<file path="config.mk">
export PLATFORM = sky130hd
export DESIGN_NAME = score_adder_tree_flat
export DESIGN_NICKNAME = d
export VERILOG_FILES = /design/src/common/chess_pkg.sv /design/src/common/eval_stage_if.sv /design/src/evaluate/score_adder_tree.sv /design/src/flat_wrapper.sv
export VERILOG_INCLUDE_DIRS = /design/src /design/src/common
export SDC_FILE = /design/constraint.sdc
export NUM_CORES = 2
export LEC_CHECK = 0
export BUFFER_PORTS_ARGS = -buffer_cell sky130_fd_sc_hd__buf_2
export CAP_MARGIN = 0
export CORE_AREA = 3 3 409 411
export CTS_BUF_LIST = sky130_fd_sc_hd__clkbuf_4
export DETAILED_ROUTE_END_ITERATION = 8
export DIE_AREA = 0 0 412 414
export SLEW_MARGIN = 5
export SYNTH_ARGS = -nofsm -noshare
export SYNTH_HDL_FRONTEND = slang
export SYNTH_SLANG_ARGS = --single-unit
</file>
<file path="constraint.sdc">
create_clock -name clk -period 14.03 [get_ports clk]
set_input_delay 4.209 -clock clk [delete_from_list [all_inputs] [get_ports clk]]
set_output_delay 4.209 -clock clk [all_outputs]
set_load 0.03 [all_outputs]
</file>
<file path="src/common/eval_cfg.svh">
`ifndef EVAL_CFG_SVH
`define EVAL_CFG_SVH

// ---------------------------------------------------------------------------
// Board geometry
// ---------------------------------------------------------------------------

// Bits per square and squares per board.
`define PIECE_BITS  4
`define NUM_SQUARES 64

// Width of the signed evaluation result.
`define EVAL_WIDTH  22

// ---------------------------------------------------------------------------
// Material values in centipawns
// ---------------------------------------------------------------------------

`define VALUE_PAWN     100
`define VALUE_KNIGHT   310
`define VALUE_BISHOP   320
`define VALUE_ROOK     500
`define VALUE_QUEEN    900
// King value dominates any sum of the other pieces.
`define VALUE_KING   10000

`endif
</file>
<file path="src/common/chess_pkg.sv">
`default_nettype none

`include "eval_cfg.svh"

package chess_pkg;

   // Piece codes. 7, 8 and 15 are unused.
   typedef enum logic [`PIECE_BITS-1:0] {
      EMPTY        = 4'd0,
      WHITE_PAWN   = 4'd1,
      WHITE_KNIGHT = 4'd2,
      WHITE_BISHOP = 4'd3,
      WHITE_ROOK   = 4'd4,
      WHITE_QUEEN  = 4'd5,
      WHITE_KING   = 4'd6,
      BLACK_PAWN   = 4'd9,
      BLACK_KNIGHT = 4'd10,
      BLACK_BISHOP = 4'd11,
      BLACK_ROOK   = 4'd12,
      BLACK_QUEEN  = 4'd13,
      BLACK_KING   = 4'd14
   } piece_t;

   // Square s = 8 * rank + file sits at bits 4s+3:4s.
   typedef logic [`NUM_SQUARES*`PIECE_BITS-1:0] board_t;

   typedef logic signed [15:0] score_t;

   // Partial sums and the final result.
   typedef logic signed [`EVAL_WIDTH-1:0] eval_t;

   typedef enum logic [2:0] {
      IDLE,
      SCORE,
      SUM_ROWS,
      SUM_PAIRS,
      DONE
   } eval_state_t;

endpackage

`default_nettype wire

</file>
<file path="src/common/eval_stage_if.sv">
`default_nettype none

// Stage strobes from the evaluation FSM to the datapath.
interface eval_stage_if;

   logic load_board;
   logic score_en;
   logic sum_rows_en;
   logic sum_pairs_en;
   logic final_en;

   modport ctrl (
      output load_board, score_en, sum_rows_en, sum_pairs_en, final_en
   );

   modport datapath (
      input load_board, score_en, sum_rows_en, sum_pairs_en, final_en
   );

endinterface

`default_nettype wire

</file>
<file path="src/evaluate/score_adder_tree.sv">
`default_nettype none

`include "eval_cfg.svh"

module score_adder_tree (
   input  logic              clk,
   eval_stage_if.datapath    stage,
   input  chess_pkg::score_t scores [`NUM_SQUARES],
   output chess_pkg::eval_t  eval
);

   import chess_pkg::*;

   // Two half-rank sums per rank, then one sum per pair of ranks.
   eval_t sum_rows  [16];
   eval_t sum_pairs [4];

   // ------------------------------------------------------------------------
   // Level 1: four squares each
   // ------------------------------------------------------------------------

   always_ff @(posedge clk)
   begin
      if (stage.sum_rows_en)
      begin
         for (int h = 0; h < 16; h++)
         begin
            sum_rows[h] <= eval_t'(scores[4*h])
                         + eval_t'(scores[4*h + 1])
                         + eval_t'(scores[4*h + 2])
                         + eval_t'(scores[4*h + 3]);
         end
      end
   end

   // ------------------------------------------------------------------------
   // Level 2: two ranks each
   // ------------------------------------------------------------------------

   always_ff @(posedge clk)
   begin
      if (stage.sum_pairs_en)
      begin
         for (int p = 0; p < 4; p++)
         begin
            sum_pairs[p] <= sum_rows[4*p]
                          + sum_rows[4*p + 1]
                          + sum_rows[4*p + 2]
                          + sum_rows[4*p + 3];
         end
      end
   end

   // ------------------------------------------------------------------------
   // Level 3: whole board
   // ------------------------------------------------------------------------

   // Reloaded every DONE cycle while its inputs stand still.
   always_ff @(posedge clk)
   begin
      if (stage.final_en)
         eval <= sum_pairs[0] + sum_pairs[1] + sum_pairs[2] + sum_pairs[3];
   end

   one_level_at_a_time: assert property (@(posedge clk)
      $onehot0({stage.sum_rows_en, stage.sum_pairs_en, stage.final_en}));

endmodule

`default_nettype wire

</file>
<file path="src/flat_wrapper.sv">
// flat-port wrapper written by rule: the top's interface ports become plain ports
module score_adder_tree_flat import chess_pkg::*;
  (clk, scores, eval, stage_load_board, stage_score_en, stage_sum_rows_en, stage_sum_pairs_en, stage_final_en);
  eval_stage_if stage_i ();
  input  logic clk;
  input  chess_pkg::score_t scores[`NUM_SQUARES];
  output chess_pkg::eval_t eval;
  input wire logic [$bits(stage_i.load_board)-1:0] stage_load_board;
  input wire logic [$bits(stage_i.score_en)-1:0] stage_score_en;
  input wire logic [$bits(stage_i.sum_rows_en)-1:0] stage_sum_rows_en;
  input wire logic [$bits(stage_i.sum_pairs_en)-1:0] stage_sum_pairs_en;
  input wire logic [$bits(stage_i.final_en)-1:0] stage_final_en;
  assign stage_i.load_board = stage_load_board;
  assign stage_i.score_en = stage_score_en;
  assign stage_i.sum_rows_en = stage_sum_rows_en;
  assign stage_i.sum_pairs_en = stage_sum_pairs_en;
  assign stage_i.final_en = stage_final_en;
  score_adder_tree u_core (.clk(clk), .stage(stage_i), .scores(scores), .eval(eval));
endmodule
</file>
Yosys cells after proc, flatten, opt, wreduce, memory -nomap -nowiden
Memory sizes are Yosys's and may differ from the RTL's.
Index checks and enable logic that the tools add are counted.
{"block": "classes", "mux": 4, "addsub": 63}
{"op": "22-bit by 16-bit adder with 22-bit output", "count": 16}
{"op": "22-bit adder", "count": 15}
{"op": "17-bit by 16-bit adder with 18-bit output", "count": 16}
{"op": "16-bit by 16-bit adder with 17-bit output", "count": 16}
{"op": "1-bit two-way mux", "count": 4}
{"block": "word_totals", "reg_bits": 22, "mem_bits_rw": 440, "output_inout_bits": 22, "memories": 2}
{"memory": "u_core.sum_rows", "words": 16, "width": 22, "read_ports": 16, "rd_clocked_by_memory_dff": 0, "write_ports": 16, "line_no": "score_adder_tree.sv:15", "source": "eval_t sum_rows [16];"}
{"memory": "u_core.sum_pairs", "words": 4, "width": 22, "read_ports": 4, "rd_clocked_by_memory_dff": 0, "write_ports": 4, "line_no": "score_adder_tree.sv:16", "source": "eval_t sum_pairs [4];"}

Depth between registers and ports, before layout
{"block": "depth", "depth_word": 3, "ltp_mapped": 24, "ltp_nobuf": 24}

Least setup slack after synthesis
Ideal clock, no wire load.
{"block": "synth_timing", "kind": "input port to flip-flop", "from": "input scores[17] in the netlist's numbering", "to": "memory u_core.sum_rows[1][171] in the netlist's numbering, data pin", "arrival_time_ps": 8308, "n_path_buf": 0, "required_time_ps": 13770, "stages": 22, "slack_ps": 5462, "cell_sequence": "inv_1 fa_1 inv_1 ha_1 inv_1 fa_1 nor2b_1 o21ai_0 a21oi_1 o21ai_0 a221oi_1 xor2_1 ha_1 and2_1 a22oi_1 and3b_1 o21ai_1 a41o_1 o41a_1 and2_1 o22ai_1 xnor2_1"}
{"element": "start, declared", "line_no": "flat_wrapper.sv:6", "source": "input chess_pkg::score_t scores[`NUM_SQUARES];"}
{"element": "end, declared", "line_no": "score_adder_tree.sv:15"}

==> run_results.csv <==
group,metric,value,unit
global_routing,antenna_found_initial,66,
worst_setup_path,critPathLaunch,"scores[273]",
worst_setup_path,slowest_stage,"fa_1",
logic_synthesis,synth_ff_type,"edfxtp_1",
layout,fin_nets,8196,
logic_synthesis,synth_nets,7004,
logic_synthesis,yosys_warnings,0,
timing,setup_tns,0,ns
cts,htreeDepth,4,
floorplan,die_h,414,um
worst_setup_path,max_stage_delay,0.60,ns
routing,vias,41300,
worst_setup_path,arrival,9.34,ns
global_routing,grt_pass1_vias,41900,
routing,wl_per_cell,21.2,um
outcome,run_status,"completed",
logic_synthesis,asyncSetResetFlopFracSynth,0,
floorplan,core_area,0.164,sq mm
timing,period_minus_slack,8.48,ns
cts,clock_sinks,462,
floorplan,start_util,0.314,
logic_synthesis,yosysTopAreaCellShare,0.269,
timing,period_share,0.604,
place,numPortBuffers,1049,
logic_synthesis,yosysMostFrequentCell,"ha_1",
floorplan,die_w,412,um
logic_synthesis,synth_area_leader_cell,"edfxtp_1",
routing,drc_errors,0,
timing,fin_ws,5.55,ns
worst_setup_path,worstSetupPathType,"primary input to flip-flop",
logic_synthesis,synth_cell_types,80,
job,drv_cap,0,
worst_setup_path,ff2ff_setup_slack,9.61,ns
timing,hold_viol,0,
cts,cts.repair.resized,0,
logic_synthesis,synth_enable_flop_cells,462,
layout,drive_gt1_frac,0.218,
routing,routed_wl,176,mm
floorplan,ios,1052,
logic_synthesis,ys_seq_area_frac,0.269,
cts,tritoncts,"done",
global_routing,grt_max_degree,167,
cts,numCtsBuffers,138,
worst_setup_path,cp_max_fo,4,
logic_synthesis,netlist_area,0.0516,sq mm
timing,rsz0062_at_grt,"no",
worst_setup_path,crit_chain,"buf_2 -> inv_1 -> fa_1 -> inv_1 -> ha_1 -> inv_1 -> fa_1 -> nor2b_1 -> o21ai_0 -> a21boi_1 -> o211a_1 -> o21ai_0 -> nand2b_1 -> xor2_1 -> ha_1 -> nand3_1 -> o21ai_2 -> o41ai_4 -> o21ai_2 -> o21ai_1 -> or4b_1 -> nand2_1",
timing,slew_headroom,0.241,
worst_setup_path,path_common_cell,"inv_1",
worst_setup_path,endpoint,"u_core.sum_rows[1][86]",
layout,multi_input_area,0.0367,sq mm
cts,clockBufferDepth,3,
global_routing,gr-total-overflow,0,
logic_synthesis,synth_area_leaders,"edfxtp_1 (27%), fa_1 (19%), ha_1 (17%), xnor2_1 (6.9%), a21oi_1 (3.7%)",
cts,cts_hold_buf,0,
floorplan,row_count,149,
cts,cts_root_buf,"clkbuf_4",
worst_setup_path,cp.required,14.89,ns
global_routing,grt_pass1_wl,257,mm
timing,setup_violations,0,
worst_setup_path,reg2reg_depth,14,
timing,tightestPinTransition,1.14,ns
layout,regArea,0.0139,sq mm
worst_setup_path,endpoint_kind,"flip-flop",
place,post-place-ws,4.58,ns
timing,drv_slew,0,
place,dpl.hpwl,155,mm
worst_setup_path,r2r-end,"u_core.eval[21]",
timing,fmax,0.118,GHz
logic_synthesis,postSynthAreaPerCell,10.8,sq um
cts,clk_pin_slew_worst_paths,0.06,ns
routing,antenna_left,0,
routing,drt-vias-per-instance,4.99,
routing,first_iter_violations,2404,
logic_synthesis,synthCells,4779,
layout,fill_cells,16500,
logic_synthesis,synth_common_cells,"ha_1 (697), fa_1 (498), edfxtp_1 (462)",
cts,cts_setup_buffers,0,
cts,clock_latency,1.06,ns
worst_setup_path,worstReg2RegStart,"u_core.sum_pairs[3][1]",
layout,areaGrowthSynthToFinish,19.0,%
routing,drt-pass1-iter-count,5,
worst_hold_path,hold_class,"flip-flop to flip-flop",
global_routing,grt_usage,0.202,
timing,fin_worst_skew,0.0682,ns
place,routabilityCongestion,0.979,
floorplan,design.die.area,0.171,sq mm
worst_setup_path,startpoint_type,"primary input",
logic_synthesis,synth_seq_cells,462,
layer usage:
| layer | routed length, um | vias up | GRT usage |
|---|---|---|---|
| met5 | 146 | - | 0 |
| met4 | 4010 | 24 | 0.0517 |
| met3 | 9480 | 242 | 0.0374 |
| met2 | 87800 | 1174 | 0.354 |
| met1 | 74300 | 20000 | 0.254 |
| li1 | - | 19900 | - |
through the flow:
step                      instance area [sq um]   util  hold WS (ns)  std cells
after CTS                                 61300  0.373         0.580       8252
final                                     61400  0.373         0.566       8282
after global placement                    59600  0.363         0.554       8020
after floorplan                           51600      -         0.526       4779
after global routing                      61400  0.373         0.588       8273
after detailed placement                  59600  0.363         0.568       8020
worst min-delay path by stage:
stage	from	end	slack [ns]	depth (start not counted)
after floorplan	u_core.sum_pairs[2][0]	u_core.eval[0]	0.53	1
after global placement	u_core.sum_rows[0][66]	u_core.sum_pairs[0][0]	0.55	1
after detailed placement	u_core.sum_rows[0][66]	u_core.sum_pairs[0][0]	0.57	1
after CTS	u_core.sum_rows[0][66]	u_core.sum_pairs[0][0]	0.58	1
after global routing	u_core.sum_rows[0][66]	u_core.sum_pairs[0][0]	0.59	1
final	u_core.sum_rows[0][66]	u_core.sum_pairs[0][0]	0.57	1
sequential cells by signal, indices dropped and copies added (netlist names):
signal,flops
u_core.eval,22
u_core.sum_pairs,88
u_core.sum_rows,352
kinds of logic (layout without fill, tap and decap cells):
kind of cell | count (synthesis) | count (layout) | synth area share
fa+ha+maj | 1195 | 1195 | 0.362
compound gates | 1264 | 1264 | 0.161
other cells | 0 | 30 | 0
buf+inv | 278 | 1562 | 0.0202
flops | 462 | 462 | 0.269
mux | 2 | 2 | 0.000388
simple gates | 1061 | 1061 | 0.0995
xor+xnor | 517 | 517 | 0.0878
critical path, delay by kind of cell:
kind | cells | cell delay [ns]
buffers and inverters | 4 | 0.30
xor gates and xnor gates | 1 | 0.18
AOI/OAI and AO/OA | 8 | 1.93
adders and majority gates | 4 | 1.69
and+or+nand+nor | 5 | 1.01
cell type report:
type / instances / share of cell area
Antenna cell: 30 / 0.00122
Clock buffer: 186 / 0.0227
Clock inverter: 46 / 0.00493
Inverter: 275 / 0.0168
Multi-Input combinational cell: 4039 / 0.597
Sequential cell: 462 / 0.226
Tap cell: 2189 / 0.0446
Timing Repair Buffer: 1055 / 0.0867
cells in the final DEF, fill, tap and decap left out, types with 13 or more instances in the layout:
cell / Yosys / final
xor2_1: 113 / 113
or2_2: 24 / 24
o41ai_1: 18 / 18
buf_2: 0 / 1047
fa_1: 498 / 498
nand2_1: 189 / 189
nor2b_1: 70 / 70
a21boi_0: 17 / 17
or3_1: 35 / 35
o21bai_1: 51 / 51
and3_1: 40 / 40
nor3_1: 122 / 122
nand2b_1: 91 / 91
nand3_1: 74 / 74
ha_1: 697 / 697
nand4_1: 21 / 21
a211oi_1: 48 / 48
a2111oi_0: 13 / 13
inv_1: 275 / 275
nor2_1: 342 / 342
o21ai_0: 215 / 215
a31oi_1: 36 / 36
a21oi_1: 377 / 377
a21o_1: 146 / 146
o21a_1: 91 / 91
xnor2_1: 404 / 404
clkbuf_4: 0 / 186
o31ai_1: 28 / 28
diode_2: 0 / 30
o211ai_1: 19 / 19
clkinv_1: 0 / 28
o21ai_1: 40 / 40
edfxtp_1: 462 / 462
Power is left out: the tool's default activity adds up to more than one toggle a clock period on the data nets, which glitch-free logic cannot reach.
