$ cat src/common/eval_cfg.svh
`ifndef EVAL_CFG_SVH
`define EVAL_CFG_SVH

// ---------------------------------------------------------------------------
// Board geometry
// ---------------------------------------------------------------------------

// Bits per square and squares per board.
`define PIECE_BITS  4
`define NUM_SQUARES 64

// Width of the signed evaluation result.
`define EVAL_WIDTH  22

// ---------------------------------------------------------------------------
// Material values in centipawns
// ---------------------------------------------------------------------------

`define VALUE_PAWN     100
`define VALUE_KNIGHT   310
`define VALUE_BISHOP   320
`define VALUE_ROOK     500
`define VALUE_QUEEN    900
// King value dominates any sum of the other pieces.
`define VALUE_KING   10000

`endif
$ cat src/common/chess_pkg.sv
`default_nettype none

`include "eval_cfg.svh"

package chess_pkg;

   // Piece codes. 7, 8 and 15 are unused.
   typedef enum logic [`PIECE_BITS-1:0] {
      EMPTY        = 4'd0,
      WHITE_PAWN   = 4'd1,
      WHITE_KNIGHT = 4'd2,
      WHITE_BISHOP = 4'd3,
      WHITE_ROOK   = 4'd4,
      WHITE_QUEEN  = 4'd5,
      WHITE_KING   = 4'd6,
      BLACK_PAWN   = 4'd9,
      BLACK_KNIGHT = 4'd10,
      BLACK_BISHOP = 4'd11,
      BLACK_ROOK   = 4'd12,
      BLACK_QUEEN  = 4'd13,
      BLACK_KING   = 4'd14
   } piece_t;

   // Square s = 8 * rank + file sits at bits 4s+3:4s.
   typedef logic [`NUM_SQUARES*`PIECE_BITS-1:0] board_t;

   typedef logic signed [15:0] score_t;

   // Partial sums and the final result.
   typedef logic signed [`EVAL_WIDTH-1:0] eval_t;

   typedef enum logic [2:0] {
      IDLE,
      SCORE,
      SUM_ROWS,
      SUM_PAIRS,
      DONE
   } eval_state_t;

endpackage

`default_nettype wire

$ cat src/common/eval_stage_if.sv
`default_nettype none

// Stage strobes from the evaluation FSM to the datapath.
interface eval_stage_if;

   logic load_board;
   logic score_en;
   logic sum_rows_en;
   logic sum_pairs_en;
   logic final_en;

   modport ctrl (
      output load_board, score_en, sum_rows_en, sum_pairs_en, final_en
   );

   modport datapath (
      input load_board, score_en, sum_rows_en, sum_pairs_en, final_en
   );

endinterface

`default_nettype wire

$ cat src/logic/eval_ctrl.sv
`default_nettype none

module eval_ctrl (
   input  logic       clk,
   input  logic       reset,
   input  logic       board_valid,
   input  logic       clear_eval,
   eval_stage_if.ctrl stage,
   output logic       eval_valid
);

   import chess_pkg::*;

   eval_state_t state;
   eval_state_t state_next;

   // ------------------------------------------------------------------------
   // State sequence
   // ------------------------------------------------------------------------

   always_comb
   begin
      state_next = state;
      case (state)
         IDLE:
         begin
            if (board_valid)
               state_next = SCORE;
         end
         SCORE:     state_next = SUM_ROWS;
         SUM_ROWS:  state_next = SUM_PAIRS;
         SUM_PAIRS: state_next = DONE;
         DONE:
         begin
            // Result holds here until the host clears it.
            if (clear_eval)
               state_next = IDLE;
         end
         default:   state_next = IDLE;
      endcase
   end

   always_ff @(posedge clk)
   begin
      if (reset)
      begin
         state      <= IDLE;
         eval_valid <= 1'b0;
      end
      else
      begin
         state      <= state_next;
         eval_valid <= (state == DONE);
      end
   end

   // Board register follows board_in for as long as we sit in IDLE.
   assign stage.load_board   = (state == IDLE);
   assign stage.score_en     = (state == SCORE);
   assign stage.sum_rows_en  = (state == SUM_ROWS);
   assign stage.sum_pairs_en = (state == SUM_PAIRS);
   assign stage.final_en     = (state == DONE);

   state_legal: assert property (@(posedge clk) disable iff (reset)
      state inside {IDLE, SCORE, SUM_ROWS, SUM_PAIRS, DONE});

   // Valid rises four cycles after the edge that took the board.
   valid_latency: assert property (@(posedge clk) disable iff (reset)
      $rose(eval_valid) |-> $past(state == IDLE && board_valid, 5));

endmodule

`default_nettype wire

$ cat src/flat_wrapper.sv
// flat-port wrapper written by rule: the top's interface ports become plain ports
module eval_ctrl_flat import chess_pkg::*;
  (clk, reset, board_valid, clear_eval, eval_valid, stage_load_board, stage_score_en, stage_sum_rows_en, stage_sum_pairs_en, stage_final_en);
  eval_stage_if stage_i ();
  input  logic clk;
  input  logic reset;
  input  logic board_valid;
  input  logic clear_eval;
  output logic eval_valid;
  output wire logic [$bits(stage_i.load_board)-1:0] stage_load_board;
  output wire logic [$bits(stage_i.score_en)-1:0] stage_score_en;
  output wire logic [$bits(stage_i.sum_rows_en)-1:0] stage_sum_rows_en;
  output wire logic [$bits(stage_i.sum_pairs_en)-1:0] stage_sum_pairs_en;
  output wire logic [$bits(stage_i.final_en)-1:0] stage_final_en;
  assign stage_load_board = stage_i.load_board;
  assign stage_score_en = stage_i.score_en;
  assign stage_sum_rows_en = stage_i.sum_rows_en;
  assign stage_sum_pairs_en = stage_i.sum_pairs_en;
  assign stage_final_en = stage_i.final_en;
  eval_ctrl u_core (.clk(clk), .reset(reset), .board_valid(board_valid), .clear_eval(clear_eval), .stage(stage_i), .eval_valid(eval_valid));
endmodule
$ cat config.mk
export PLATFORM = sky130hd
export DESIGN_NAME = eval_ctrl_flat
export DESIGN_NICKNAME = d
export VERILOG_FILES = /design/src/common/chess_pkg.sv /design/src/common/eval_stage_if.sv /design/src/logic/eval_ctrl.sv /design/src/flat_wrapper.sv
export VERILOG_INCLUDE_DIRS = /design/src /design/src/common
export SDC_FILE = /design/constraint.sdc
export NUM_CORES = 1
export LEC_CHECK = 0
export BUFFER_PORTS_ARGS = -buffer_cell sky130_fd_sc_hd__buf_2
export CELL_PAD_IN_SITES_DETAIL_PLACEMENT = 0
export CELL_PAD_IN_SITES_GLOBAL_PLACEMENT = 1
export CORE_AREA = 4 4 41 43
export CTS_BUF_LIST = sky130_fd_sc_hd__clkbuf_8
export DETAILED_ROUTE_END_ITERATION = 6
export DIE_AREA = 0 0 45 47
export PLACE_DENSITY_LB_ADDON = 0.25
export SYNTH_ARGS = -nofsm -noshare
export SYNTH_HDL_FRONTEND = slang
export SYNTH_SLANG_ARGS = --single-unit
export TNS_END_PERCENT = 10
$ cat constraint.sdc
create_clock -name clk -period 1.25 [get_ports clk]
set_input_delay 0 -clock clk [delete_from_list [all_inputs] [get_ports clk]]
set_output_delay 0 -clock clk [all_outputs]
set_load 0.02 [all_outputs]
Word-level counts from Yosys, hierarchy flattened. Index checks and enable logic that the tools add are counted.

Word-level logic and storage cells: 13. Output and inout bits: 6. Flip-flop bits (word level): 4.

Equal/unequal tests: 6. Reduce and logical (&&, ||, !) cells: 2. Muxes and demuxes: 3.

Operator list (count): $pmux W3 S5 (1); $eq A3 B2 Y1 const B (2); $mux W3 (2); $ne A2 B2 Y1 const B (2); $eq A3 B1 Y1 const B (1); $eq A3 B3 Y1 const B (1); $logic_not A3 Y1 (1); $reduce_and A2 Y1 (1).

Longest topological paths before layout. Gate-level depths: netlist of the first run.

Depth in word-level cells: 3. Depth in mapped cells: 2. Gate-level depth less buffers: 2.

Worst setup path before layout of the first run. Ideal clock, no wire load.

Kind: flip-flop to flip-flop. Start point: register u_core.state[2]. End point: register u_core.state[2]. Data required time: 1190 ps. Arrival time: 962 ps. Slack: 227 ps. Period minus slack after synthesis: 1023 ps. Path buffers: 0. Cell stages (with the launch flop): 3. Path through: dfxtp_1 nor3b_2 a22o_1.

Word-level cells in the longest chain between the ends: 3. Elaborated cells between the ends (all ways): 9. Those cells by class: eq/ne: 6; mux: 1; reduce/logical: 2.

RTL lines: from (decl) (RTL line eval_ctrl.sv:14) `eval_state_t state;`; from (signal assigned) (RTL line eval_ctrl.sv:52) `state <= state_next;`; $eq A3 B3 Y1 (*); named net stage_final_en (RTL line flat_wrapper.sv:14) `output wire logic [$bits(stage_i.final_en)-1:0] stage_final_en;`; $ne A2 B2 Y1 (no source line); $reduce_and A2 Y1 (no source line).

Mark *: on every way through the listed nets, which the timed path passes. The rest lies on a longest branch. A chain may end at the register's enable or synchronous reset.

Worst setup path in the final report of the first run.
Start point: register u_core.state[2]. End point: output stage_final_en.

Word-level cells in the longest chain between the ends: 1.

RTL lines: $eq A3 B3 Y1 (RTL line eval_ctrl.sv:62) `assign stage.final_en = (state == DONE);`; to (decl) (RTL line flat_wrapper.sv:14).

No other way between the ends.

==> impl_results.md, run 1 <==
* Outcome: completed
* Starting density of the core at 12.88%
* Final period utilization at 86.67%
* Diodes inserted at 0
* Maximum vdd drop at 0.0007069 V
* Critical Path AT at 1080 ps
* Flop pwr share at 31.4%
* Setup TNS at 0 ps
* Setup WS post-layout at 166.6 ps
* Reg clk slew, reported paths at 30 ps
* Post-CTS Setup Inserts at 0
* Clock power frac at 54.4%
* Largest net degree at the start of global routing at 8
* Die Height at 47 um
* Synthesis-to-finish area growth at 62.69%
* Headroom to the max-slew limit at 83.98%
* Routability cong. at 0.6523
* Sw Share at 23.92%
* Cells after Synth at 17
* Setup CP Type: reg -> out
* RSZ-0062 raised after global routing: false
* Residual DRC at 0
* FMAX at 923.1 MHz
* GRT overflow at 0
* CP max FO at 7
* Min Clock Period, post-route at 1083 ps
* Logic pwr share at 14.3%
* Clock buffer depth at 2
* Met1 wire length at 219 um
* FF+latch count, synth at 4
* All-Layer GR Usage at 4.976%
* DRT Wirelength at 409 um
* Routed vias at 163
* Setup crit end kind: primary output
* CORE AREA at 1301 um^2
* Cts hold-fix bufs at 0
* Worst path required time at 1250 ps
* Place WS at 301.7 ps
* YS warnings at 0
* DRT iter0 DRCs at 12
* Met2 wire length at 131 um
* Clock Skew at 2.848 ps
* Synthesized Nets at 21
* Die X-Extent at 45 um
* Worst skew pair latency at 220 ps
* P_sw at 0.1173 mW
* PortBufs at 9
* TritonCTS buffer count at 3
* Row Count at 13
* Initial antenna violation count at 0
* First-pass GRT wire length at 634 um
* Hold_ws at 5.792 ps
* Post-synthesis sequential area ratio at 47.76%
* CTS tree: built
* Syn Std Cell Area at 167.7 um^2
* Nets at 35
* IO Count at 10
* Vias in the first global route at 152
* Leading cell types in the layout, fill and taps excluded: buf_2 (9), dfxtp_1 (4), clkbuf_8 (3)
* Metal3 WL at 58 um
* Pins Over Slew Limit at 0
* CTS Sinks at 4
* Post-detail-place hpwl at 308.7 um
* Commonest non-fill, non-tap cell in the layout: buf_2
* Post-CTS Resized at 0
* Synth unique cells at 11
* Via-per-instance ratio at 3.705
* Final Setup Violations at 0
* # H-tree levels at 1
* Die area at 2115 um^2
* Final hold violation count at 0
* Avg Cell Area, Syn at 9.862 um^2
* Antenna-violating nets left at 0
* Finished Core Util at 20.96%
* P per Cell Area at 1798 nW/um^2
* Worst hold path type: in -> reg
* Maxcap violations at 0
* Avg WL per Cell at 9.295 um
* LEAKAGE at 0.1324 nW
* Pre-Repair DR Iteration Count at 2
* Clock Tree Root: clkbuf_8
* Int Pwr at 0.3731 mW
* Critical path startpoint category: flip-flop
* Proportion of layout cells with a drive suffix above 1 at 44.83%
* Top sig layer: met3
* Worst-margin pin slew at 240.0 ps
per-stage QoR:
step | power, mW | area (um^2) | instances
finish | 0.4903 | 272.8 | 44
global route | 0.5229 | 272.8 | 44
CTS | 0.5004 | 272.8 | 44
detailed placement | 0.2262 | 231.5 | 41
global placement | 0.2260 | 231.5 | 41
floorplan | 0.1991 | 167.7 | 17
layer usage:
metal | global-route usage, % | up-vias
met5 | 0 | -
met4 | 3.509 | 0
met3 | 6.130 | 0
met2 | 5.367 | 9
met1 | 5.000 | 69
li1 | - | 85
power groups by stage:
stage               clock, mW  combinational (mW)  sequential (mW)
floorplan                   0              0.0464            0.153
global placement            0              0.0708            0.155
detailed placement          0              0.0709            0.155
CTS                     0.276              0.0712            0.153
global route            0.291              0.0768            0.155
finish                  0.267              0.0699            0.154
state kept, by name, summed over array words and instances (netlist names):
register and flops:
u_core.eval_valid 1, u_core.state 3
area by class of cell:
cell class,instances,area (um^2)
fillers,153,1028
multi-input cells,12,83.83
clock buffers,3,41.29
well taps,15,18.77
repair buffers,9,45.04
flip-flops and latches,4,80.08
inverters,1,3.754
critical path, cell delays in order (launching register included):
cell,delay [ps]
dfxtp_1,420
nor3b_2,250
buf_2,200
cell usage after synthesis, drive strengths merged:
library cell  count  area [um^2]
dfxtp             4        80.08
nor3b             3        27.52
nor2              2        7.510
nor3              2        10.01
a22o              1        8.760
and2              1        6.260
and3b             1        8.760
inv               1        3.750
nor4              1        6.260
xnor2             1        8.760
kinds of logic (layout without fill, tap and decap cells):
| family | after synthesis | count (layout) | share of synthesized area [%] |
|---|---|---|---|
| xor gates and xnor gates | 1 | 1 | 5.225 |
| buffers and inverters | 1 | 13 | 2.237 |
| AOI/OAI and AO/OA | 1 | 1 | 5.225 |
| DFF | 4 | 4 | 47.76 |
| and+or+nand+nor | 10 | 10 | 39.56 |
final timing paths:
check,from,endpoint,slack (ps),cells after the start
max,u_core.state[2],stage_final_en,170,2
min,reset,u_core.state[0],6,2
max reg2reg,u_core.state[2],u_core.state[2],260,2
min reg2reg,u_core.state[2],u_core.state[1],560,1
Note: power is estimated with default switching activity, not from simulation.
==> inputs of run 2 (changes only) <==
--- a/config.mk
+++ b/config.mk
@@ -6,6 +6,7 @@
 export SDC_FILE = /design/constraint.sdc
 export NUM_CORES = 1
 export LEC_CHECK = 0
+export ABC_AREA = 1
 export BUFFER_PORTS_ARGS = -buffer_cell sky130_fd_sc_hd__buf_2
 export CELL_PAD_IN_SITES_DETAIL_PLACEMENT = 0
 export CELL_PAD_IN_SITES_GLOBAL_PLACEMENT = 1
==> impl_results.md, run 2 <==
* Diodes inserted at 0
* Top flop regs: u_core.state (3), u_core.eval_valid (1)
* Post-synthesis xor/xnor area fraction at 0%
* Max FFs per register at 3
* Routed vias at 199
* Max stage delay cell, worst path: dfxtp_1
* Post-detail-place hpwl at 344 um
* Residual DRC at 0
* Worst R2R Path Depth at 4
* Commonest non-fill, non-tap cell in the layout: buf_2
* Synth unique cells at 9
* DRT iter0 DRCs at 6
* Proportion of layout cells with a drive suffix above 1 at 34.21%
* Mux share of post-synthesis cell area at 0%
* Main combinational cell family by area after synthesis: simple AND/OR/NAND/NOR gates
* Async S/R FF share, synth at 0%
* All-Layer GR Usage at 5.213%
* Cells after Synth at 25
* Final period utilization at 84.61%
* CORE AREA at 1301 um^2
* Critical Path AT at 1060 ps
* Worst hold path type: in -> reg
* Critical path startpoint category: flip-flop
* # fillers at 156
* Nets at 44
* Main area contributors after synthesis: dfxtp_1 (46%), inv_1 (15%), nand3_1 (14%)
* Place WS at 431.8 ps
* Top cells by count, synth: inv_1 (7), nand3_1 (5), dfxtp_1 (4)
* Hold Path Depth at 4
* Setup crit end kind: primary output
* Worst path required time at 1250 ps
* IO Count at 10
* Die area at 2115 um^2
* FMAX at 945.5 MHz
* Post-CTS Resized at 0
* Buf/Inv on CP at 2
* Routability cong. at 0.6735
* Synthesis-to-finish area growth at 65.71%
* Compound-Gate Fraction of Synth Area at 5.714%
* Post-synthesis sequential area ratio at 45.71%
* Critical Path, Cell by Cell: inv_1 -> nor3_1 -> buf_2
* Clock Skew at 2.758 ps
* Cts hold-fix bufs at 1
* Die Height at 47 um
* Maximum vdd drop at 0.0005890 V
* Post-synth top area cell: dfxtp_1
* WP depth at 3
* Vias in the first global route at 191
* Setup CP Type: reg -> out
* CTS Sinks at 4
* LEAKAGE at 0.1628 nW
* Outcome: completed
* Synth Area in Adders at 0%
* Largest net degree at the start of global routing at 8
* YS warnings at 0
* RSZ-0062 raised after global routing: false
* P per Cell Area at 1767 nW/um^2
* Reg clk slew, reported paths at 30 ps
* Die X-Extent at 45 um
* Finished Core Util at 22.31%
* Post-CTS Setup Inserts at 0
* GRT overflow at 0
* EDFF count, synth at 0
* CP max FO at 4
* Post-synthesis simple-gate area fraction at 33.57%
* Worst-margin pin slew at 230.5 ps
* Setup WS post-layout at 192.4 ps
* TritonCTS buffer count at 3
* Min Clock Period, post-route at 1058 ps
* Clock buffer depth at 2
* Pre-Repair DR Iteration Count at 2
* Final Setup Violations at 0
* Leading cell types in the layout, fill and taps excluded: buf_2 (9), inv_1 (7), nand3_1 (5), dfxtp_1 (4), clkbuf_8 (3)
* First-pass GRT wire length at 724 um
* Headroom to the max-slew limit at 84.49%
* Initial antenna violation count at 0
* Top cell type's share of synthesized area at 45.71%
* Avg Cell Area, Syn at 7.007 um^2
* Row Count at 13
* Syn Std Cell Area at 175.2 um^2
* Starting density of the core at 13.46%
* Antenna-violating nets left at 0
* CP peak stage delay at 370 ps
* Via-per-instance ratio at 3.755
* Avg WL per Cell at 8.264 um
* Final hold violation count at 0
* Hold_ws at 100.2 ps
* # H-tree levels at 1
* Synthesized Nets at 29
* Worst skew pair latency at 210 ps
* FF+latch count, synth at 4
* Clock Tree Root: clkbuf_8
* CP top delay family: flip-flops
* Maxcap violations at 0
* Total power at 0.5128 mW
* Most numerous cell in the Yosys netlist: inv_1
* CTS tree: built
* PortBufs at 9
* DRT Wirelength at 438 um
* Setup TNS at 0 ps
* Largest register by flop count: u_core.state
* Pins Over Slew Limit at 0
* Top_reg_cell synth: dfxtp_1
-- run 2: cell count changes after synthesis, moves of 2 or more --
| cell | before | now |
|---|---|---|
| nand3_1 | 0 | 5 |
| nor3b_1 | 2 | 0 |
| inv_1 | 1 | 7 |
| a21oi_1 | 0 | 2 |
-- run 2: routing by layer --
metal,global-route usage [%],part of all wire (%),vias up
met5,0,0,-
met2,5.367,38,8
li1,-,-,106
met4,3.509,0,0
met3,5.364,12,0
met1,6.136,50,85
-- run 2: kinds of logic after synthesis --
| group | count (synthesis) |
|---|---|
| and+or+nand+nor | 12 |
| buffers and inverters | 7 |
| DFF | 4 |
| AOI/OAI and AO/OA | 2 |
-- run 2: cell type report --
cell class	instances	area [um^2]	share of cell area [%]
sequential	4	80.08	27.59
multi-input combinational	14	68.82	23.71
timing repair buffer	10	55.05	18.97
clock buffer	3	41.29	14.22
inverter	7	26.28	9.052
tap	15	18.77	6.466
-- run 2: worst reg2reg max path, cell delays in order (launching register included) --
cell and delay [ps]:
dfxtp_1 420, inv_1 90, nand3_1 90, nand3_1 70
nor2_1 90
-- run 2: power by group --
group | switching [mW] | total, mW | leakage [nW] | internal [mW]
logic | 0.0577 | 0.0936 | 0.108 | 0.0358
clock network | 0.0579 | 0.262 | 0.0216 | 0.204
registers | 0.0174 | 0.157 | 0.0327 | 0.139
-- run 2: worst paths after layout --
kind	to	from	slack [ps]
worst max-delay path	stage_final_en	u_core.state[2]	190
worst min-delay path	u_core.state[2]	clear_eval	100
worst max register to register	u_core.state[0]	u_core.state[1]	420
worst min register to register	u_core.state[2]	u_core.state[2]	560
-- run 2: stage by stage --
step	cell area (um^2)	std cells
floorplan	175.2	25
global placement	239.0	49
detailed placement	239.0	49
CTS	290.3	53
global route	290.3	53
finish	290.3	53
